===== src/rtl/dcache_pkg.sv =====
package dcache_pkg;

    localparam int ADDR_W     = 32;
    localparam int WORD_W     = 32;
    localparam int LINE_W     = 128;
    localparam int NWAY       = 2;
    localparam int NSET       = 256;
    localparam int SET_W      = 8;
    localparam int TAG_W      = 20;
    localparam int WORD_SEL_W = 2;     // addr[3:2]
    localparam int STRB_W     = 4;
    localparam int BYTE_W     = 8;
    localparam int OFFSET_W   = 4;     // byte offset inside a line
    localparam int WORD_LSB   = 2;

    localparam int LFSR_W = 16;
    localparam logic [LFSR_W-1:0] LFSR_SEED = 16'hace1;   // any nonzero value

    localparam logic [SET_W-1:0] LAST_SET = SET_W'(NSET - 1);

    typedef logic [LINE_W-1:0] line_t;
    typedef logic [$clog2(NWAY)-1:0] way_t;

    typedef struct packed {
        logic             valid;
        logic             dirty;
        logic [TAG_W-1:0] tag;
    } tag_entry_t;

    typedef struct packed {
        logic              write;   // 1 store, 0 load
        logic [ADDR_W-1:0] addr;
        logic [STRB_W-1:0] wstrb;
        logic [WORD_W-1:0] wdata;
    } cpu_req_t;

    typedef struct packed {
        logic [ADDR_W-1:0] addr;    // line aligned
        line_t             line;
    } mem_wr_t;

    // address field helpers
    function automatic logic [TAG_W-1:0] addr_tag(input logic [ADDR_W-1:0] a);
        return a[OFFSET_W+SET_W +: TAG_W];
    endfunction

    function automatic logic [SET_W-1:0] addr_set(input logic [ADDR_W-1:0] a);
        return a[OFFSET_W +: SET_W];
    endfunction

    function automatic logic [WORD_SEL_W-1:0] addr_word(input logic [ADDR_W-1:0] a);
        return a[WORD_LSB +: WORD_SEL_W];
    endfunction

    function automatic logic [ADDR_W-1:0] line_base(input logic [TAG_W-1:0] tag,
                                                    input logic [SET_W-1:0] set);
        return {tag, set, {OFFSET_W{1'b0}}};
    endfunction

endpackage


===== src/rtl/victim_lfsr.sv =====
module victim_lfsr (
    input  logic             clk,
    input  logic             rst,
    output dcache_pkg::way_t victim_o
);

    logic [dcache_pkg::LFSR_W-1:0] lfsr_q;
    logic                          fb;

    // x^16 + x^14 + x^13 + x^11 + 1, maximal length
    assign fb = lfsr_q[15] ^ lfsr_q[13] ^ lfsr_q[12] ^ lfsr_q[10];

    always_ff @(posedge clk) begin
        if (rst) begin
            lfsr_q <= dcache_pkg::LFSR_SEED;
        end else begin
            lfsr_q <= {lfsr_q[dcache_pkg::LFSR_W-2:0], fb};   // free running
        end
    end

    // low bit picks the way to replace
    assign victim_o = lfsr_q[0];

endmodule


===== config.mk =====
export PLATFORM = sky130hd
export DESIGN_NAME = victim_lfsr
export DESIGN_NICKNAME = d
export VERILOG_FILES = /design/src/rtl/dcache_pkg.sv /design/src/rtl/victim_lfsr.sv
export SDC_FILE = /design/constraint.sdc
export NUM_CORES = 1
export LEC_CHECK = 0
export BUFFER_PORTS_ARGS = -buffer_cell sky130_fd_sc_hd__buf_2
export CAP_MARGIN = 40
export CORE_AREA = 2 2 39 41
export DETAILED_ROUTE_END_ITERATION = 12
export DIE_AREA = 0 0 41 43
export GPL_ROUTABILITY_DRIVEN = 0
export PLACE_DENSITY = 0.55
export SLEW_MARGIN = 20
export SYNTH_ARGS = -nofsm -noshare
export SYNTH_HDL_FRONTEND = slang
export SYNTH_SLANG_ARGS = --single-unit
export TNS_END_PERCENT = 5

===== constraint.sdc =====
create_clock -name clk -period 1.1 [get_ports clk]
set_input_delay 0.22 -clock clk [delete_from_list [all_inputs] [get_ports clk]]
set_output_delay 0.22 -clock clk [all_outputs]
set_load 0.03 [all_outputs]

==> results.py <==
metrics = {
    "status": {
        "status": "finished clean",
    },
    "sta": {
        "finalSetupViolations": 0,
        "timing.setup.tns_ns": 0,
        "fin_ws_ns": 0.0738,
        "fin_skew_ns": 0.00400,
        "relSlewSlack_pct": 85.7,
        "rsz0062_at_grt": "no",
        "fin_crit_ns": 1.03,
        "max_clock_freq_mhz": 974,
        "final_hold_viol_count": 0,
        "fin_crit_sh_pct": 93.3,
        "worst_pin_slew_ns": 0.215,
        "slew_viol_final": 0,
    },
    "hold_path": {
        "worstHoldEndpoint": "lfsr_q[8]$_SDFF_PP0_",
        "min_path_cells": 2,
        "min_from": "rst",
        "hold_class": "in2reg",
    },
    "global_route": {
        "grt_max_degree": 17,
        "grt.total_usage_pct": 9.35,
        "antenna_found_initial": 0,
        "grt_pass1_vias": 230,
        "grt_pass1_wl_um": 972,
        "grt_overflow": 0,
    },
    "pwr": {
        "p_clk_share_pct": 34.4,
        "seqPwrFrac_pct": 59.0,
        "internal_power_uw": 856,
        "combPwrFrac_pct": 6.6,
        "p_per_area_nw_per_um2": 2100,
        "ir_drop_mv": 0.835,
        "p_sw_uw": 220,
        "p_sw_share_pct": 20.4,
        "leakagePower_nw": 0.205,
    },
    "clocking": {
        "cts_buffer_depth": 2,
        "cts_htree_levels": 1,
        "ctsHoldBuffers": 0,
        "numCtsBuffers": 3,
        "ctsRootBufferMaster": "clkbuf_4",
        "ctsResizeCount": 0,
        "tritoncts": "yes",
        "cts.reportedPaths.clkPinSlew_ns": 0.09,
        "insertion_delay_ns": 0.28,
        "clock_sinks": 16,
        "cts_setup_buffers": 0,
    },
    "floorplanning": {
        "die_w_um": 41,
        "placementRows": 14,
        "start_util_pct": 32.8,
        "core_area_sq_um": 1380,
        "die_y_um": 43,
        "dieArea_sq_um": 1760,
        "ios": 3,
    },
    "routing": {
        "first_pass_iters": 2,
        "remaining_drc_errors": 0,
        "drtIter0Drc": 1,
        "drtAntennaViolNets": 0,
        "wl_um": 559,
        "vias": 223,
        "routedWlPerCell_um": 9.81,
        "vias_per_cell": 3.91,
    },
    "synth": {
        "syn_area_sq_um": 454,
        "netlist_instances": 36,
        "synth-warning-count": 0,
        "yosysSeqAreaShare_pct": 70.5,
        "syn_avg_cell_area_sq_um": 12.6,
        "synth_cell_types": 7,
        "syn_nets": 38,
        "synth-seq-cells": 16,
    },
    "critical_path": {
        "critPathKind": "reg2out",
        "worstPathCellList": "buf_2",
        "worst-path-buf-inv": 1,
        "rrSetupSlack_ns": 0.25,
        "critical-path-top-delay-family": "flip-flops",
        "cp_slowest_cell": "dfxtp_1",
        "arrival_ns": 0.81,
        "worstRegToRegCells": 3,
        "path_max_fanout": 2,
        "timing.rr.start": "lfsr_q[10]$_SDFF_PP1_",
        "r2r_end": "lfsr_q[0]$_SDFF_PP1_",
        "end_kind": "output port",
        "cpPeakStageDelay_ns": 0.34,
        "startpoint_type": "register",
        "required_ns": 0.88,
    },
    "job": {
        "max_cap_viol_count": 0,
    },
    "cells_and_area": {
        "drive_gt1_share_pct": 14.6,
        "fin_nets": 44,
        "top_regs": "lfsr_q (16)",
        "diodes": 0,
        "top_register": "lfsr_q",
        "largest_reg_flops": 16,
        "area.growth.synth_to_final_pct": 12.9,
    },
    "placement": {
        "port_buffers": 2,
        "post-place-ws_ns": 0.258,
        "dp_hpwl_um": 388,
    },
}
## kinds of logic after synthesis
group	after synthesis	synth area share [%]
and+or+nand+nor	16	22.0
xor gates and xnor gates	3	5.79
DFF	16	70.5
buffers and inverters	1	1.65
## power by group through the flow
stage	logic, mW	clock network [mW]	registers (mW)
2_1_floorplan	0.0441	0	0.656
3_3_place_gp	0.0691	0	0.646
3_5_place_dp	0.0719	0	0.648
4_1_cts	0.0727	0.388	0.635
5_1_grt	0.0783	0.416	0.639
6_report	0.0710	0.370	0.634
## placed cells by master, fill, tap and decap left out
master     n
or2_1      7
buf_2      2
clkbuf_4   3
xor2_1     2
dfxtp_1   16
xnor2_1    1
clkbuf_8   1
nor2b_1    8
nand2b_1   1
## stage by stage
stage,hold WS (ns),instance area (sq um),power (mW),util (%),std cells
after floorplan,0.292,454,0.700,-,36
after global placement,0.388,477,0.716,34.4,53
after detailed placement,0.399,477,0.720,34.4,53
after CTS,0.249,513,1.10,37.1,57
after global routing,0.258,513,1.13,37.1,57
final,0.259,513,1.08,37.1,57
## how the worst max path moves through the flow
stage                                from              endpoint  slack (ns)  depth (start not counted)
global placement    lfsr_q[12]$_SDFF_PP0_  lfsr_q[0]$_SDFF_PP1_        0.27                          3
CTS                  lfsr_q[0]$_SDFF_PP1_              victim_o        0.06                          1
floorplan           lfsr_q[12]$_SDFF_PP0_  lfsr_q[0]$_SDFF_PP1_        0.32                          3
global route         lfsr_q[0]$_SDFF_PP1_              victim_o        0.02                          1
finish               lfsr_q[0]$_SDFF_PP1_              victim_o        0.07                          1
detailed placement  lfsr_q[10]$_SDFF_PP1_  lfsr_q[0]$_SDFF_PP1_        0.26                          3
## cells in the mapped netlist
cell type | number | area [sq um]
or2_1 | 7 | 43.8
nor2b_1 | 8 | 50.1
xnor2_1 | 1 | 8.76
dfxtp_1 | 16 | 320
xor2_1 | 2 | 17.5
nand2b_1 | 1 | 6.26
buf_4 | 1 | 7.51
## metal layers
| metal | routed length [um] | up-vias | global-route usage, % |
|---|---|---|---|
| li1 | - | 117 | - |
| met1 | 277 | 104 | 11.0 |
| met2 | 267 | 2 | 10.6 |
| met3 | 14 | 0 | 5.24 |
| met4 | 0 | 0 | 10.0 |
| met5 | 0 | - | 0 |
## layout make-up
| cell class | instances | area (sq um) |
|---|---|---|
| fill | 141 | 871 |
| multi-input combinational | 19 | 126 |
| sequential | 16 | 320 |
| tap | 16 | 20.0 |
| clock buffer | 4 | 36.3 |
| timing repair buffer | 2 | 10.0 |
Power figures use the tool's default switching activity.
