## src/rtl/dcache_pkg.sv

```systemverilog
package dcache_pkg;

    localparam int ADDR_W     = 32;
    localparam int WORD_W     = 32;
    localparam int LINE_W     = 128;
    localparam int NWAY       = 2;
    localparam int NSET       = 256;
    localparam int SET_W      = 8;
    localparam int TAG_W      = 20;
    localparam int WORD_SEL_W = 2;     // addr[3:2]
    localparam int STRB_W     = 4;
    localparam int BYTE_W     = 8;
    localparam int OFFSET_W   = 4;     // byte offset inside a line
    localparam int WORD_LSB   = 2;

    localparam int LFSR_W = 16;
    localparam logic [LFSR_W-1:0] LFSR_SEED = 16'hace1;   // any nonzero value

    localparam logic [SET_W-1:0] LAST_SET = SET_W'(NSET - 1);

    typedef logic [LINE_W-1:0] line_t;
    typedef logic [$clog2(NWAY)-1:0] way_t;

    typedef struct packed {
        logic             valid;
        logic             dirty;
        logic [TAG_W-1:0] tag;
    } tag_entry_t;

    typedef struct packed {
        logic              write;   // 1 store, 0 load
        logic [ADDR_W-1:0] addr;
        logic [STRB_W-1:0] wstrb;
        logic [WORD_W-1:0] wdata;
    } cpu_req_t;

    typedef struct packed {
        logic [ADDR_W-1:0] addr;    // line aligned
        line_t             line;
    } mem_wr_t;

    // address field helpers
    function automatic logic [TAG_W-1:0] addr_tag(input logic [ADDR_W-1:0] a);
        return a[OFFSET_W+SET_W +: TAG_W];
    endfunction

    function automatic logic [SET_W-1:0] addr_set(input logic [ADDR_W-1:0] a);
        return a[OFFSET_W +: SET_W];
    endfunction

    function automatic logic [WORD_SEL_W-1:0] addr_word(input logic [ADDR_W-1:0] a);
        return a[WORD_LSB +: WORD_SEL_W];
    endfunction

    function automatic logic [ADDR_W-1:0] line_base(input logic [TAG_W-1:0] tag,
                                                    input logic [SET_W-1:0] set);
        return {tag, set, {OFFSET_W{1'b0}}};
    endfunction

endpackage

```

## src/rtl/way_match.sv

```systemverilog
module way_match (
    input  dcache_pkg::tag_entry_t [dcache_pkg::NWAY-1:0] tags_i,
    input  dcache_pkg::line_t      [dcache_pkg::NWAY-1:0] lines_i,
    input  logic [dcache_pkg::TAG_W-1:0]                  req_tag_i,
    input  dcache_pkg::way_t                              victim_i,

    output logic                                          hit_o,
    output dcache_pkg::way_t                              hit_way_o,
    output dcache_pkg::line_t                             hit_line_o,
    output logic                                          victim_dirty_o,
    output logic [dcache_pkg::TAG_W-1:0]                  victim_tag_o,
    output dcache_pkg::line_t                             victim_line_o
);

    logic [dcache_pkg::NWAY-1:0] way_hit;

    // per-way compare
    always_comb begin
        for (int w = 0; w < dcache_pkg::NWAY; w++) begin
            way_hit[w] = tags_i[w].valid && (tags_i[w].tag == req_tag_i);
        end
    end

    // at most one way can match, so the encode is plain
    always_comb begin
        hit_way_o = '0;
        for (int w = 0; w < dcache_pkg::NWAY; w++) begin
            if (way_hit[w]) begin
                hit_way_o = dcache_pkg::way_t'(w);
            end
        end
    end

    assign hit_o      = |way_hit;
    assign hit_line_o = lines_i[hit_way_o];

    // victim side, used for the write-back on a miss
    assign victim_dirty_o = tags_i[victim_i].valid & tags_i[victim_i].dirty;
    assign victim_tag_o   = tags_i[victim_i].tag;
    assign victim_line_o  = lines_i[victim_i];

endmodule

```

## config.mk

```make
export PLATFORM = sky130hd
export DESIGN_NAME = way_match
export DESIGN_NICKNAME = d
export VERILOG_FILES = /design/src/rtl/dcache_pkg.sv /design/src/rtl/way_match.sv
export SDC_FILE = /design/constraint.sdc
export NUM_CORES = 1
export LEC_CHECK = 0
export BUFFER_PORTS_ARGS = -buffer_cell sky130_fd_sc_hd__buf_2
export CELL_PAD_IN_SITES_DETAIL_PLACEMENT = 2
export CELL_PAD_IN_SITES_GLOBAL_PLACEMENT = 2
export CORE_AREA = 5 5 227 229
export DETAILED_ROUTE_END_ITERATION = 16
export DIE_AREA = 0 0 232 234
export GPL_TIMING_DRIVEN = 1
export PLACE_DENSITY = 0.56
export REMOVE_ABC_BUFFERS = 1
export SYNTH_ARGS = -nofsm -noshare
export SYNTH_HDL_FRONTEND = slang
export SYNTH_SLANG_ARGS = --single-unit
```

## constraint.sdc

```tcl
create_clock -name vclk -period 3.3
set_input_delay 0 -clock vclk [all_inputs]
set_output_delay 0 -clock vclk [all_outputs]
set_load 0.02 [all_outputs]
```

==> results by group <==
Outcome
  – Status: complete, no violations

Power and ir drop
  – Lkg Pwr: 4.38 nW
  – Logic pwr share: 1.000
  – Internal Pwr Total: 0.557 mW
  – Maximum VDD drop: 51.4 µV
  – PD cells: 159 mW/mm²
  – Clock share of power: 0
  – Switching share of power: 0.567
  – Psw: 0.729 mW
  – Sequential Power Share: 0

Synthesis
  – Register area share after synthesis: 0
  – Unique masters post-synth: 19
  – Cell taking the most area after synthesis: mux2_4
  – Top-area cell type share of the netlist area: 0.418
  – Mapped Avg Cell Area: 11.5 µm²
  – Synthesized cell area: 0.00431 mm²
  – Synth area leaders: mux2_4, mux2_2, xnor2_1
  – Synthesized instance count: 374
  – Synth warn: 0

STA
  – Final setup violation count: 0
  – Worst slew pin tran: 0.816 ns
  – Final WS setup: 0.722 ns
  – Final Critical Period: 2.58 ns
  – Fin crit share: 0.781
  – Max Fclk: 0.388 GHz
  – Unrepaired setup endpoints after global routing: false
  – Max-slew violation count: 0
  – Setup_tns: 0 ns
  – Final Hold Vio Count: 0
  – Slew headroom: 0.456

Clock network
  – Hold-fix buffers, CTS: 0
  – Postcts setup bufs: 0
  – CTS resizes: 0

Die
  – Row cnt: 82
  – Core region area: 0.0495 mm²
  – Die area: 0.0543 mm²
  – Height of the chip: 234 µm
  – Initial core utilization: 0.0871
  – Die W: 232 µm
  – IO Pins: 600

Detailed routing
  – Routed WL: 34,000 µm
  – WL per Instance: 20.9 µm
  – DR iter-0 viols: 87
  – TritonRoute pass-1 iters: 4
  – Via Count: 5,626
  – Vias/cell: 3.46
  – DRC: 0
  – DRT antenna net count: 0

Worst hold path
  – Hold Crit Class: in -> out

GRT
  – Vias in the first global route: 6,348
  – Total GRT Usage: 0.111
  – First-pass GRT wire length: 45,000 µm
  – Initial antenna violation count: 3
  – Overflow after GRT: 0
  – Largest net degree at the start of global routing: 77

Finish
  – Number of fill cells: 5,908
  – Nets@finish: 1,278
  – Final Instance Count excl. Fillers: 1,627
  – Diode count: 0
  – Clkbuf count: 0
  – Area growth, synth to finish: 87.2%
  – Most frequent cells in the layout: buf_2, mux2_2, mux2_4, xnor2_1, xor2_1
  – Num sequential: 0
  – Commonest non-fill, non-tap cell in the layout: buf_2
  – Fraction of layout cells with a size suffix above 1: 0.932
  – Seq. cell area: 0 µm²

Setup path
  – Worst setup path endpoint: hit_line_o[127]
  – Crit path DAT: 2.58 ns
  – Worst setup EP type: primary output
  – Critical setup path kind: in -> out
  – Worst Path Max Fanout: 57
  – Worst Path Required: 3.30 ns
  – Critical path startpoint category: input pin
  – Crit path launch: tags_i[28]

Placement
  – Dpl cells: 1,627
  – DPL Wire Length: 30,900 µm
  – RePlAce Congestion: 0.858
  – Dpl ws: 0.746 ns
  – IO Port Bufs: 600

Job
  – Max capacitance violation total: 0
==> power by group through the flow <==
stage | Combinational, mW | Clock (mW) | Sequential [mW]
2_1_floorplan | 0.646 | 0 | 0
3_3_place_gp | 1.29 | 0 | 0
3_5_place_dp | 1.31 | 0 | 0
4_1_cts | 1.31 | 0 | 0
5_1_grt | 1.36 | 0 | 0
6_report | 1.29 | 0 | 0
==> synth_stat cells <==
cell        n
nor3_1      2
nand4_1     6
clkbuf_1   17
a41o_1      1
xnor2_1    25
nor4b_2     1
nand3_1     2
nor3b_1     1
o21ai_0     1
and4_1      1
mux2_2    156
nor4_1      5
buf_6      14
xor2_1     15
nand2_1     4
mux2_4    120
or4_4       1
nand2b_1    1
and4b_1     1
==> final cells by class <==
type	count	area (µm²)	share of cell area
tap	672	841	0.104
timing repair buffer	612	3140	0.389
multi-input combinational	343	4090	0.507
==> how the worst min path moves through the flow <==
stage,start,end,slack (ns),cells after the start
6_report,tags_i[20],victim_dirty_o,0.35,4
5_1_grt,lines_i[145],hit_line_o[17],0.37,3
4_1_cts,tags_i[20],victim_dirty_o,0.36,4
3_5_place_dp,tags_i[20],victim_dirty_o,0.36,4
3_3_place_gp,tags_i[20],victim_dirty_o,0.35,4
2_1_floorplan,tags_i[43],hit_way_o,0.13,2
==> cells by family (layout without fill, tap and decap cells) <==
| group | count (synthesis) | count (layout) | share of synthesized area |
|---|---|---|---|
| simple gates | 25 | 25 | 0.0378 |
| xor+xnor | 40 | 40 | 0.0813 |
| compound gates | 2 | 2 | 0.00348 |
| buf+inv | 31 | 612 | 0.0514 |
| mux | 276 | 276 | 0.826 |
==> metrics by stage <==
step | hold WS, ns | total power [mW] | cell area (µm²) | util
6_report | 0.354 | 1.29 | 8060 | 0.163
5_1_grt | 0.371 | 1.36 | 8060 | 0.163
4_1_cts | 0.355 | 1.31 | 8060 | 0.163
3_5_place_dp | 0.356 | 1.31 | 8060 | 0.163
3_3_place_gp | 0.352 | 1.29 | 8060 | 0.163
2_1_floorplan | 0.134 | 0.646 | 4090 | -
==> metal layers <==
layer | vias up | routed length (µm) | GRT usage
met3 | 21 | 2610 | 0.0266
met1 | 2677 | 13100 | 0.126
met2 | 341 | 17700 | 0.213
met4 | 2 | 585 | 0.0162
li1 | 2585 | - | -
met5 | - | 13 | 0
==> worst max-delay path: stages <==
cell and delay [ns]:
buf_2 0.11, xnor2_1 0.41, and4b_1 0.26, nand4_1 0.10, or4_4 0.74, buf_12 0.29
mux2_2 0.39, buf_2 0.17
Note: power is estimated with default switching activity, not from simulation.
