[src/rtl/dcache_pkg.sv]
package dcache_pkg;

    localparam int ADDR_W     = 32;
    localparam int WORD_W     = 32;
    localparam int LINE_W     = 128;
    localparam int NWAY       = 2;
    localparam int NSET       = 256;
    localparam int SET_W      = 8;
    localparam int TAG_W      = 20;
    localparam int WORD_SEL_W = 2;     // addr[3:2]
    localparam int STRB_W     = 4;
    localparam int BYTE_W     = 8;
    localparam int OFFSET_W   = 4;     // byte offset inside a line
    localparam int WORD_LSB   = 2;

    localparam int LFSR_W = 16;
    localparam logic [LFSR_W-1:0] LFSR_SEED = 16'hace1;   // any nonzero value

    localparam logic [SET_W-1:0] LAST_SET = SET_W'(NSET - 1);

    typedef logic [LINE_W-1:0] line_t;
    typedef logic [$clog2(NWAY)-1:0] way_t;

    typedef struct packed {
        logic             valid;
        logic             dirty;
        logic [TAG_W-1:0] tag;
    } tag_entry_t;

    typedef struct packed {
        logic              write;   // 1 store, 0 load
        logic [ADDR_W-1:0] addr;
        logic [STRB_W-1:0] wstrb;
        logic [WORD_W-1:0] wdata;
    } cpu_req_t;

    typedef struct packed {
        logic [ADDR_W-1:0] addr;    // line aligned
        line_t             line;
    } mem_wr_t;

    // address field helpers
    function automatic logic [TAG_W-1:0] addr_tag(input logic [ADDR_W-1:0] a);
        return a[OFFSET_W+SET_W +: TAG_W];
    endfunction

    function automatic logic [SET_W-1:0] addr_set(input logic [ADDR_W-1:0] a);
        return a[OFFSET_W +: SET_W];
    endfunction

    function automatic logic [WORD_SEL_W-1:0] addr_word(input logic [ADDR_W-1:0] a);
        return a[WORD_LSB +: WORD_SEL_W];
    endfunction

    function automatic logic [ADDR_W-1:0] line_base(input logic [TAG_W-1:0] tag,
                                                    input logic [SET_W-1:0] set);
        return {tag, set, {OFFSET_W{1'b0}}};
    endfunction

endpackage

[src/rtl/dcache_ctrl.sv]
module dcache_ctrl (
    input  logic                          clk,
    input  logic                          rst,

    input  logic                          req_valid_i,
    input  dcache_pkg::cpu_req_t          req_i,
    output logic                          ready_o,

    input  logic                          hit_i,
    input  dcache_pkg::way_t              hit_way_i,
    input  dcache_pkg::way_t              victim_i,
    input  logic                          victim_dirty_i,
    input  logic [dcache_pkg::TAG_W-1:0]  victim_tag_i,
    input  dcache_pkg::line_t             victim_line_i,
    input  dcache_pkg::line_t             hit_merged_i,
    input  dcache_pkg::line_t             ret_merged_i,
    input  logic [dcache_pkg::WORD_W-1:0] hit_word_i,
    input  logic [dcache_pkg::WORD_W-1:0] ret_word_i,

    input  logic                          mem_ret_valid_i,
    input  dcache_pkg::line_t             mem_ret_line_i,

    output logic                          ram_en_o,
    output logic [dcache_pkg::SET_W-1:0]  ram_addr_o,
    output logic [dcache_pkg::NWAY-1:0]   tag_we_o,
    output logic [dcache_pkg::NWAY-1:0]   data_we_o,
    output dcache_pkg::tag_entry_t        tag_wdata_o,
    output dcache_pkg::line_t             data_wdata_o,

    output dcache_pkg::cpu_req_t          req_o,
    output logic                          done_o,
    output logic [dcache_pkg::WORD_W-1:0] rdata_o,

    output logic                          mem_rd_o,
    output logic [dcache_pkg::ADDR_W-1:0] mem_rd_addr_o,
    output logic                          mem_wr_o,
    output dcache_pkg::mem_wr_t           mem_wr_data_o
);

    typedef enum logic [1:0] {
        ST_CLEAR,
        ST_IDLE,
        ST_LOOKUP,
        ST_REFILL
    } state_t;

    state_t                       state;
    logic [dcache_pkg::SET_W-1:0] clr_cnt;
    dcache_pkg::cpu_req_t         req_r;
    dcache_pkg::way_t             victim_r;   // way chosen at the miss

    logic [dcache_pkg::SET_W-1:0] req_set;
    logic [dcache_pkg::TAG_W-1:0] req_tag;

    assign req_set = dcache_pkg::addr_set(req_r.addr);
    assign req_tag = dcache_pkg::addr_tag(req_r.addr);

    always_ff @(posedge clk) begin
        if (rst) begin
            state   <= ST_CLEAR;
            clr_cnt <= '0;
        end else begin
            case (state)
                ST_CLEAR: begin
                    clr_cnt <= clr_cnt + 1'b1;
                    if (clr_cnt == dcache_pkg::LAST_SET) begin
                        state <= ST_IDLE;
                    end
                end
                ST_IDLE: begin
                    if (req_valid_i) begin
                        state <= ST_LOOKUP;
                    end
                end
                ST_LOOKUP: state <= hit_i ? ST_IDLE : ST_REFILL;
                ST_REFILL: begin
                    if (mem_ret_valid_i) begin
                        state <= ST_IDLE;
                    end
                end
                default: state <= ST_IDLE;
            endcase
        end
    end

    always_ff @(posedge clk) begin
        if (state == ST_IDLE && req_valid_i) begin
            req_r <= req_i;
        end
        if (state == ST_LOOKUP && !hit_i) begin
            victim_r <= victim_i;
        end
    end

    assign ready_o = (state != ST_CLEAR);
    assign req_o   = req_r;

    // load word comes from the refill line once we are in REFILL
    assign rdata_o = (state == ST_REFILL) ? ret_word_i : hit_word_i;

    assign mem_rd_addr_o      = dcache_pkg::line_base(req_tag, req_set);
    assign mem_wr_data_o.addr = dcache_pkg::line_base(victim_tag_i, req_set);
    assign mem_wr_data_o.line = victim_line_i;

    always_comb begin
        ram_en_o     = 1'b0;
        ram_addr_o   = req_set;
        tag_we_o     = '0;
        data_we_o    = '0;
        tag_wdata_o  = '{valid: 1'b1, dirty: 1'b1, tag: req_tag};
        data_wdata_o = hit_merged_i;
        done_o       = 1'b0;
        mem_rd_o     = 1'b0;
        mem_wr_o     = 1'b0;
        case (state)
            ST_CLEAR: begin
                ram_en_o    = 1'b1;
                ram_addr_o  = clr_cnt;
                tag_we_o    = '1;   // both ways invalid
                tag_wdata_o = '0;
            end
            ST_IDLE: begin
                ram_en_o   = req_valid_i;
                ram_addr_o = dcache_pkg::addr_set(req_i.addr);
            end
            ST_LOOKUP: begin
                if (hit_i) begin
                    done_o = 1'b1;
                    if (req_r.write) begin
                        ram_en_o             = 1'b1;
                        tag_we_o[hit_way_i]  = 1'b1;   // line becomes dirty
                        data_we_o[hit_way_i] = 1'b1;
                    end
                end else begin
                    mem_rd_o = 1'b1;
                    mem_wr_o = victim_dirty_i;     // evict straight to memory
                end
            end
            ST_REFILL: begin
                if (mem_ret_valid_i) begin
                    done_o              = 1'b1;
                    ram_en_o            = 1'b1;
                    tag_we_o[victim_r]  = 1'b1;
                    data_we_o[victim_r] = 1'b1;
                    tag_wdata_o.dirty   = req_r.write;
                    data_wdata_o        = req_r.write ? ret_merged_i : mem_ret_line_i;
                end
            end
            default: ;
        endcase
    end

endmodule

[config.mk]
export PLATFORM = sky130hd
export DESIGN_NAME = dcache_ctrl
export DESIGN_NICKNAME = d
export VERILOG_FILES = /design/src/rtl/dcache_pkg.sv /design/src/rtl/dcache_ctrl.sv
export SDC_FILE = /design/constraint.sdc
export NUM_CORES = 1
export LEC_CHECK = 0
export ABC_AREA = 1
export BUFFER_PORTS_ARGS = -buffer_cell sky130_fd_sc_hd__buf_2
export CAP_MARGIN = 10
export CORE_AREA = 2 2 443 445
export CTS_CLUSTER_SIZE = 24
export DETAILED_ROUTE_END_ITERATION = 10
export DIE_AREA = 0 0 445 447
export GPL_TIMING_DRIVEN = 0
export HOLD_SLACK_MARGIN = 0.03
export PLACE_DENSITY = 0.3
export SLEW_MARGIN = 20
export SYNTH_ARGS = -nofsm -noshare
export SYNTH_HDL_FRONTEND = slang
export SYNTH_SLANG_ARGS = --single-unit
export TNS_END_PERCENT = 50
[constraint.sdc]
create_clock -name clk -period 3.5 [get_ports clk]
set_input_delay 0.175 -clock clk [delete_from_list [all_inputs] [get_ports clk]]
set_output_delay 0.175 -clock clk [all_outputs]
set_load 0.01 [all_outputs]
==> metrics.cfg <==
[grt]
grt-ovfl-total = 0
use_met3 = 0.0458
grt-busiest-layer = met2
grt_usage = 0.110
grt_max_degree = 50
antenna_found_initial = 126
grt_use_met2 = 0.197
grt_pass1_vias = 12000
grt_pass1_wl_um = 138000
use_met1 = 0.122

[setup_path]
reg2regPathDepth = 6
arrival_ns = 2.89
start_kind = flop
critPathKind = flop to output port
cp_max_fo = 10
r2r-end = req_o[33]
slowest_delay_ns = 0.57
rr_startpoint = state[1]
end_kind = output port
crit_buf_inv = 4
crit_chain = inv_2, buf_4, buf_2, a21oi_1, a21oi_1, buf_2
crit_family = buffers and inverters
slowest_stage = edfxtp_1
r2r_slack_ns = 0.96
required_ns = 3.32

[yosys]
yosysWarningCount = 0
synth_edf_count = 70
yosysSeqAreaShare = 0.287
syn_avg_cell_area_um2 = 7.25
ys_async_sr_fraction = 0
synth_top_flop_cell = edfxtp_1
syn-cell-area_um2 = 8040
ys_seq_elements = 80
ys_types = 25
netlist_instances = 1108

[cts]
cts-root-buf = clkbuf_16
ctsResizeCount = 0
cts_max_level = 3
cts_tree = done
clk-insertion-delay-late_ns = 0.40
numCtsBuffers = 9
postCtsSetupRepairBufs = 0
cts_sinks = 80
path_clk_slew_ns = 0.09
clockBufferDepth = 2

[timing]
finalHoldViolations = 0
fin_worst_skew_ns = 0.0204
tightest_slew_ns = 0.716
final.setup.tns_ns = 0
setup_viol = 0
rsz0062_at_grt = false
fmaxAchievable_ghz = 0.326
holdWs_ns = 0.135
period_share = 0.875
timing.final.crit_period_ns = 3.06
slew_viol_final = 0
relSlewSlack = 0.523

[drt]
drc = 0
avgViaCountPerCell = 2.59
drt_iter0_drc = 834
wl_um = 117000
antenna_left = 0
wl_per_cell_um = 24.6
vias = 12300
drt-pass1-iter-count = 5

[cells_and_area]
area_growth_pct = 115
fillerInstances = 23100
regArea_um2 = 2300
final_cell_mix = buf_2 (1,010), nand2_1 (267), buf_4 (206)
drive_gt1_frac = 0.638
final_common_cell = buf_2
multiInputGateArea_um2 = 3720
nets = 2851

[power]
ir_drop_uv = 353
p_int_w = 0.00215
power_density_nw_per_um2 = 186
switchingPower_w = 0.00105
p_leak_nw = 7.94
p_seq_frac = 0.325
power_frac_clock = 0.334
combinationalPowerShare = 0.341
switching_share = 0.329

[floorplanning]
dieArea_um2 = 199000
num_io_pins = 1133
die_h_um = 447
dieWidth_um = 445
start_util = 0.0414
coreArea_um2 = 194000
row_count = 162

[status]
status = finished clean

[hold_path]
worstHoldStart = hit_i
holdCritPathClass = input pin to flop
whs_endpoint = victim_r
hold_depth = 2

[placed_design]
io_buffers = 976
hpwl_um = 107000
gp_congestion = 0.968

[flow_run]
cap_violations = 0

## cell families (layout without fill, tap and decap cells)
logic type,Yosys count,count (layout),synth area share
buf+inv,301,1364,0.253
flops,80,80,0.287
simple gates,440,440,0.209
compound gates,281,281,0.243
other cells,1,38,0.000467
fa+ha+maj,5,5,0.00779
## synth_stat cells (all sizes together) (3+ instances only)
master | count | share of area
nor2 | 162 | 0.076
nand4 | 3 | 0.0023
dfxtp | 10 | 0.025
edfxtp | 70 | 0.26
nand3 | 5 | 0.0031
nand2 | 268 | 0.13
inv | 40 | 0.019
ha | 5 | 0.0078
a21oi | 263 | 0.23
clkbuf | 8 | 0.0037
buf | 252 | 0.23
a22oi | 4 | 0.0037
o21ai | 10 | 0.0062
o211ai | 3 | 0.0028
## state kept, by name, summed over array words and instances, names as in the netlist
signal,cells
req_o,41
mem_rd_addr_o,28
victim_r,1
clr_cnt,8
state,2
## power by group through the flow
stage / logic [W] / clock network, W / registers, W
after detailed placement: 0.00103 / 0 / 0.00106
after CTS: 0.00111 / 0.00115 / 0.00104
after global placement: 0.00103 / 0 / 0.00106
after floorplan: 0.000373 / 0 / 0.00106
after global routing: 0.00117 / 0.00116 / 0.00104
final: 0.00109 / 0.00107 / 0.00104
## layout make-up
class                   instances  share of cell area
well taps                    2542               0.185
diodes                         30             0.00436
clock buffers                   9              0.0131
inverters                      41             0.00907
plain buffers                 260               0.109
repair buffers               1047               0.326
clock inverters                 7             0.00457
multi-input cells             734               0.216
flip-flops and latches         80               0.134
## per-layer routing
metal,share of wire,wire length [um],vias up
met5,0.0039,461,-
li1,-,-,5589
met3,0.11,12400,212
met1,0.37,42800,5688
met2,0.50,58600,745
met4,0.022,2590,78
## how the worst max path moves through the flow
stage                         start                 to  slack (ns)  cells past startpoint
final                     req_o[68]   data_wdata_o[72]        0.44                      6
after global routing      req_o[68]   data_wdata_o[72]        0.21                      6
after CTS                 req_o[68]   data_wdata_o[73]        0.15                      5
after detailed placement  req_o[68]   data_wdata_o[73]        0.63                      5
after global placement     state[1]          req_o[23]       -1.05                      5
after floorplan            state[1]  mem_rd_addr_o[10]        0.75                      5
## repair_timing
action	CTS	global route
hold endpoints to repair	70	0
hold buffers	70	0
setup endpoints to repair	0	0
## through the flow
stage	setup WS (ns)	total power, W	instance area (um2)	utilization	cells
4_1_cts	0.150	0.00330	17200	0.0884	4720
3_5_place_dp	0.629	0.00210	16200	0.0832	4634
5_1_grt	0.206	0.00337	17200	0.0886	4736
6_report	0.436	0.00321	17200	0.0888	4750
2_1_floorplan	0.753	0.00143	8060	-	1115
3_3_place_gp	-1.05	0.00209	16100	0.0830	4633
Power figures use the tool's default switching activity.
