### src/rtl/dcache_pkg.sv
package dcache_pkg;

    localparam int ADDR_W     = 32;
    localparam int WORD_W     = 32;
    localparam int LINE_W     = 128;
    localparam int NWAY       = 2;
    localparam int NSET       = 256;
    localparam int SET_W      = 8;
    localparam int TAG_W      = 20;
    localparam int WORD_SEL_W = 2;     // addr[3:2]
    localparam int STRB_W     = 4;
    localparam int BYTE_W     = 8;
    localparam int OFFSET_W   = 4;     // byte offset inside a line
    localparam int WORD_LSB   = 2;

    localparam int LFSR_W = 16;
    localparam logic [LFSR_W-1:0] LFSR_SEED = 16'hace1;   // any nonzero value

    localparam logic [SET_W-1:0] LAST_SET = SET_W'(NSET - 1);

    typedef logic [LINE_W-1:0] line_t;
    typedef logic [$clog2(NWAY)-1:0] way_t;

    typedef struct packed {
        logic             valid;
        logic             dirty;
        logic [TAG_W-1:0] tag;
    } tag_entry_t;

    typedef struct packed {
        logic              write;   // 1 store, 0 load
        logic [ADDR_W-1:0] addr;
        logic [STRB_W-1:0] wstrb;
        logic [WORD_W-1:0] wdata;
    } cpu_req_t;

    typedef struct packed {
        logic [ADDR_W-1:0] addr;    // line aligned
        line_t             line;
    } mem_wr_t;

    // address field helpers
    function automatic logic [TAG_W-1:0] addr_tag(input logic [ADDR_W-1:0] a);
        return a[OFFSET_W+SET_W +: TAG_W];
    endfunction

    function automatic logic [SET_W-1:0] addr_set(input logic [ADDR_W-1:0] a);
        return a[OFFSET_W +: SET_W];
    endfunction

    function automatic logic [WORD_SEL_W-1:0] addr_word(input logic [ADDR_W-1:0] a);
        return a[WORD_LSB +: WORD_SEL_W];
    endfunction

    function automatic logic [ADDR_W-1:0] line_base(input logic [TAG_W-1:0] tag,
                                                    input logic [SET_W-1:0] set);
        return {tag, set, {OFFSET_W{1'b0}}};
    endfunction

endpackage

### src/rtl/line_merge.sv
module line_merge (
    input  dcache_pkg::line_t                 line_i,
    input  logic [dcache_pkg::WORD_SEL_W-1:0] word_sel_i,
    input  logic [dcache_pkg::STRB_W-1:0]     wstrb_i,
    input  logic [dcache_pkg::WORD_W-1:0]     wdata_i,
    output dcache_pkg::line_t                 line_o,
    output logic [dcache_pkg::WORD_W-1:0]     word_o
);

    // bit position of the selected word inside the line
    logic [$clog2(dcache_pkg::LINE_W)-1:0] word_base;

    assign word_base = {word_sel_i, {$clog2(dcache_pkg::WORD_W){1'b0}}};

    // load result, taken before the merge
    assign word_o = line_i[word_base +: dcache_pkg::WORD_W];

    always_comb begin
        line_o = line_i;
        for (int b = 0; b < dcache_pkg::STRB_W; b++) begin
            if (wstrb_i[b]) begin
                line_o[word_base + b * dcache_pkg::BYTE_W +: dcache_pkg::BYTE_W] =
                    wdata_i[b * dcache_pkg::BYTE_W +: dcache_pkg::BYTE_W];
            end
        end
    end

endmodule

### config.mk
export PLATFORM = sky130hd
export DESIGN_NAME = line_merge
export DESIGN_NICKNAME = d
export VERILOG_FILES = /design/src/rtl/dcache_pkg.sv /design/src/rtl/line_merge.sv
export SDC_FILE = /design/constraint.sdc
export NUM_CORES = 1
export LEC_CHECK = 0
export BUFFER_PORTS_ARGS = -buffer_cell sky130_fd_sc_hd__buf_2
export CAP_MARGIN = 10
export CORE_AREA = 2 2 126 128
export DETAILED_ROUTE_END_ITERATION = 8
export DIE_AREA = 0 0 128 130
export SLEW_MARGIN = 40
export SYNTH_ARGS = -nofsm -noshare
export SYNTH_HDL_FRONTEND = slang
export SYNTH_SLANG_ARGS = --single-unit
### constraint.sdc
create_clock -name vclk -period 2.25
set_clock_uncertainty 0.15 [all_clocks]
set_input_delay 0.1125 -clock vclk [all_inputs]
set_output_delay 0.1125 -clock vclk [all_outputs]
set_load 0.01 [all_outputs]
==> out/results.tsv, run 1 <==
stage	metric	value	unit
critical_path	Worst EP arrival	1.91	ns
synth	Synth Area in Simple Gates	15.3	%
sta	total negative slack	0	ns
sta	Fmax	461	MHz
layout	antenna cells	0	
grt	vias in the first global route	3689	
routing	DRC Markers	0	
routing	per-cell routed wire length	20.4	um
flow_run	max cap viols	0	
critical_path	critical path endpoint category	output pin	
layout	fin nets	739	
synth	count of cell types in the netlist	29	
synth	xor and xnor area share after synthesis	0	%
place	hpwl dp	12.3	mm
synth	largest family of logic cells by synthesized area	compound AO/OA/AOI/OAI gates	
routing	1st-pass router iterations	5	
sta	Slew @ Worst Pin	0.529	ns
floorplanning	# rows	46	
status	status	complete, no violations	
layout	CLK BUF	0	
grt	initial antenna violation count	2	
synth	Syn Inst Count	235	
layout	commonest non-fill, non-tap cell in the layout	buf_2	
synth	Compound-Gate Fraction of Synth Area	46.2	%
layout	register area	0	um2
synth	Yosys warnings	0	
worst_hold_path	Worst Hold Class	in2out	
synth	sequential area share after synthesis	0	%
place	dpl cells	757	
layout	filler instances	1681	
synth	Syn Nets	407	
layout	Non-Filler Instances	757	
grt	gr usage total	16.2	%
grt	total grt overflow	0	
layout	num sequential	0	
floorplanning	Die H	130	um
floorplanning	IO Count	326	
layout	share of cells above drive strength 1	70.6	%
synth	Synth Area in Adders	3.08	%
clock_tree	cts hold-fix bufs	0	
routing	Routed WL	15.4	mm
synth	Cell Area, Synth	0.00244	mm2
sta	count of final setup violators	0	
floorplanning	Starting Density	15.8	%
routing	post-route ant nets	0	
floorplanning	Core Area	0.0154	mm2
sta	Final period util	96.4	%
pwr	Worst VDD drop	62.6	uV
layout	Area Growth Syn to Fin	79.8	%
place	global placement routability congestion	0.874	
critical_path	Crit Path Max Fanout	9	
sta	RSZ-0062 raised after global routing	false	
sta	Final Hold Vio Count	0	
routing	DRT iter0 DRCs	213	
pwr	pwr/cell area	223	mW/mm2
sta	Slew Limit Fails	0	
layout	most frequent cells in the layout	buf_2, a22o_1, mux4_2	
sta	min Tclk post-route	2.17	ns
floorplanning	Die X-Extent	128	um
floorplanning	die area	0.0166	mm2
pwr	Static Leakage	2.36	nW
critical_path	Setup CP Type	in2out	
routing	drt via density	5.20	
clock_tree	postcts setup bufs	0	
routing	DR vias	3938	
critical_path	CP Launch Type	primary input	
grt	first-pass GRT wire length	21.0	mm
sta	Slew headroom	64.7	%
synth	Synth Area per Inst	10.4	um2
grt	largest net degree at the start of global routing	16	
synth	mux contribution to synthesized area	29.5	%
clock_tree	CTS resizes	0	
place	port bufs	326	
critical_path	Worst Path Required	1.99	ns
layout	area occupied by multi-input gates	0.00232	mm2
==> where the power goes <==
part	total, mW	internal (mW)	switching (mW)
sequential	0	0	0
combinational	0.980	0.488	0.492
clock	0	0	0
total	0.980	0.488	0.492
==> metrics by stage <==
| stage | total power [mW] | utilization, % | worst slack [ns] | cell area [um2] | hold WS (ns) |
|---|---|---|---|---|---|
| 5_1_grt | 1.05 | 28.4 | 0.00853 | 4390 | 0.401 |
| 2_1_floorplan | 0.492 | - | 0.193 | 2440 | 0.203 |
| 3_3_place_gp | 0.979 | 28.4 | 0.138 | 4390 | 0.383 |
| 6_report | 0.980 | 28.4 | 0.0805 | 4390 | 0.387 |
| 4_1_cts | 0.983 | 28.4 | 0.101 | 4390 | 0.388 |
| 3_5_place_dp | 0.979 | 28.4 | 0.101 | 4390 | 0.385 |
==> final timing paths <==
kind / from / to / slack [ns] / depth (start not counted)
worst min-delay path: line_i[107] / line_o[107] / 0.39 / 3
worst max-delay path: word_sel_i[1] / line_o[32] / 0.08 / 7
==> kinds of logic after synthesis <==
group | Yosys count
muxes | 32
buffers and inverters | 24
and+or+nand+nor | 45
AOI/OAI and AO/OA | 128
adders and majority gates | 6
==> layer usage <==
metal,track usage [%],vias to the layer above,routed length [um]
li1,-,1745,-
met1,20.7,1908,6240
met2,29.5,249,7740
met3,1.56,32,1080
met4,3.94,4,329
met5,0,-,27
==> critical path: stages <==
cell and delay (ns):
buf_2 0.17, inv_1 0.11, ha_1 0.30, or3b_4 0.41
nor3_4 0.47, a22o_1 0.20, buf_2 0.13
==> cell type report <==
type	count	share of cell area [%]
Inverter	3	0.257
Multi-Input combinational cell	211	52.8
Tap cell	192	5.48
Timing Repair Buffer	351	41.5
==> Yosys cell counts, drive strengths merged <==
cell	count	area, um2
ha	6	75.1
and3	2	12.5
nor4bb	3	30.0
nor2b	2	20.0
a32o	9	90.1
o31ai	1	7.51
nor3	5	70.1
mux4	32	721
or3b	1	11.3
nor4	1	21.3
or2	1	8.76
nand2	19	71.3
nor4b	3	71.3
clkbuf	3	11.3
inv	3	11.3
and2	1	6.26
and4	3	26.3
buf	18	120
o21ai	1	5.00
nand4	1	6.26
nor2	1	3.75
nand2b	2	15.0
a22o	117	1020
Power figures use the tool's default switching activity.
==> run 2: changes to the inputs <==
- ABC_AREA: unset -> 1
- CORE_AREA: 2 2 126 128 -> 2 2 128 130
- DIE_AREA: 0 0 128 130 -> 0 0 130 132
==> run 2 against run 1 <==
  * Critical path depth rose by 2
  * Total power rose by 16%
  * Area after synthesis rose by 60%
  * Design area rose by 31%
  * First-iteration DRC count rose by 38%
  * Final cell count rose by 96%
  * Count of clock-buffer cells in the layout did not move
  * Sequential cell count did not move
  * Sequential share of layout area did not move
  * Synthesized cell count rose to 4.1 times the previous value
  * Critical path type unchanged
  * Critical endpoint is now line_o[93]
==> out/results.tsv, run 2 <==
stage	metric	value	unit
status	status	complete, no violations	
critical_path	critical path endpoint category	output pin	
floorplanning	IO Count	326	
synth	count of cell types in the netlist	14	
layout	most frequent cells in the layout	nand2_1, buf_2, nor2_1	
routing	Routed WL	18.5	mm
critical_path	Crit Path Max Fanout	32	
floorplanning	# rows	46	
layout	share of cells above drive strength 1	30.2	%
layout	Area Growth Syn to Fin	47.3	%
sta	Final period util	85.7	%
layout	area occupied by multi-input gates	0.00330	mm2
layout	register area	0	um2
sta	Final Hold Vio Count	0	
layout	fin nets	1444	
routing	DR vias	6654	
sta	count of final setup violators	0	
critical_path	crit path buf inv count	5	
synth	Cell Area, Synth	0.00391	mm2
routing	DRT iter0 DRCs	293	
synth	commonest cells in the netlist	nand2_1, nor2_1, inv_1	
pwr	pwr/cell area	198	mW/mm2
grt	gr usage total	19.6	%
sta	Slew @ Worst Pin	0.639	ns
critical_path	Setup CP Type	in2out	
clock_tree	postcts setup bufs	0	
layout	filler instances	1888	
critical_path	critical path startpoint	word_sel_i[0]	
pwr	Worst VDD drop	97.9	uV
synth	Syn Inst Count	975	
flow_run	max cap viols	0	
pwr	Tot Pwr	1.14	mW
critical_path	Critical Path Sink	line_o[93]	
grt	initial antenna violation count	1	
place	hpwl dp	14.7	mm
critical_path	CP peak stage delay	0.37	ns
floorplanning	die area	0.0172	mm2
sta	Slew Limit Fails	0	
synth	sequential area share after synthesis	0	%
pwr	Static Leakage	3.97	nW
sta	min Tclk post-route	1.93	ns
sta	Slew headroom	57.3	%
synth	share of the synthesized area in the top cell type	56.2	%
synth	most frequent cell after synthesis	nand2_1	
floorplanning	Die H	132	um
grt	largest net degree at the start of global routing	67	
routing	DRC Markers	0	
routing	per-cell routed wire length	12.4	um
layout	commonest non-fill, non-tap cell in the layout	nand2_1	
place	port bufs	326	
synth	largest cells by area after synthesis	nand2_1, nor2_1, inv_1	
critical_path	crit path cell chain	buf_4, buf_4, ha_1, inv_1, a21oi_4, buf_4, nand2_1, nand2_1, buf_2	
sta	RSZ-0062 raised after global routing	false	
sta	total negative slack	0	ns
layout	CLK BUF	0	
critical_path	most used cell, CP	buf_4	
critical_path	Worst EP arrival	1.67	ns
layout	num sequential	0	
layout	Non-Filler Instances	1487	
grt	vias in the first global route	5681	
synth	area leader, netlist	nand2_1	
grt	total grt overflow	0	
routing	drt via density	4.47	
synth	Syn Nets	1147	
place	global placement routability congestion	0.879	
critical_path	Worst Path Required	1.99	ns
critical_path	Critical-path top delay cell	buf_4	
grt	first-pass GRT wire length	28.0	mm
sta	Fmax	519	MHz
floorplanning	Die X-Extent	130	um
clock_tree	CTS resizes	0	
synth	Yosys warnings	0	
critical_path	CP Launch Type	primary input	
worst_hold_path	Worst Hold Class	in2out	
place	dpl cells	1486	
floorplanning	Starting Density	24.9	%
critical_path	Top delay family on crit path	buffers and inverters	
floorplanning	Core Area	0.0157	mm2
routing	post-route ant nets	0	
critical_path	cell depth of the worst setup path	9	
routing	1st-pass router iterations	5	
synth	Synth Area per Inst	4.01	um2
clock_tree	cts hold-fix bufs	0	
## run 2: cell types whose count changed after synthesis, moves of 22 or more
cell / previous run / this run
nand3_1: 0 / 64
a22o_1: 117 / 0
inv_1: 2 / 109
clkbuf_1: 3 / 25
nand2_1: 19 / 586
or2_2: 0 / 32
nor2_1: 1 / 124
mux4_2: 32 / 0
## run 2: power breakdown
group          switching (mW)  leakage, nW    total (mW)  internal [mW]
Combinational           0.688         3.97          1.14          0.452
Clock                       0   0.00000634  0.0000000594   0.0000000594
Sequential                  0            0             0              0
## run 2: worst min-delay path by stage
stage,from,endpoint,slack [ns],cells after the start
after CTS,line_i[16],line_o[16],0.37,4
after global routing,line_i[25],line_o[25],0.38,4
after floorplan,line_i[0],line_o[0],0.20,2
final,line_i[16],line_o[16],0.37,4
after detailed placement,line_i[16],line_o[16],0.37,4
after global placement,line_i[16],line_o[16],0.37,4
## run 2: per-layer routing
metal	GRT usage, %	part of all wire, %	wire length (um)	vias up
met2	36.9	50	9170	300
met4	2.81	1.7	319	0
met3	1.58	7.3	1350	29
li1	-	-	-	3439
met5	0	0	0	-
met1	24.5	41	7670	2886
## run 2: final cells by class
class | count | share of cell area [%]
diodes | 1 | 0.0434
inverters | 110 | 7.16
multi-input cells | 815 | 57.3
well taps | 216 | 4.69
repair buffers | 345 | 30.8
## run 2: worst min-delay path, cell delays in order
cell,delay (ns)
buf_2,0.08
nand2_1,0.04
nand2_1,0.05
buf_2,0.11
## run 2: per-stage QoR
step	util, %	hold slack (ns)	setup WS, ns	instance area, um2
finish	36.7	0.366	0.322	5760
global route	36.7	0.381	0.172	5760
CTS	36.7	0.369	0.185	5760
detailed placement	36.7	0.369	0.184	5760
global placement	36.7	0.368	0.267	5760
floorplan	-	0.199	0.365	3910
## run 2: cell families (layout without fill, tap and decap cells)
family / after synthesis / after routing / synth area share [%]
compound gates: 2 / 2 / 0.352
fa+ha+maj: 6 / 6 / 1.92
simple gates: 807 / 807 / 81.6
buf+inv: 160 / 455 / 16.1
other cells: 0 / 1 / 0
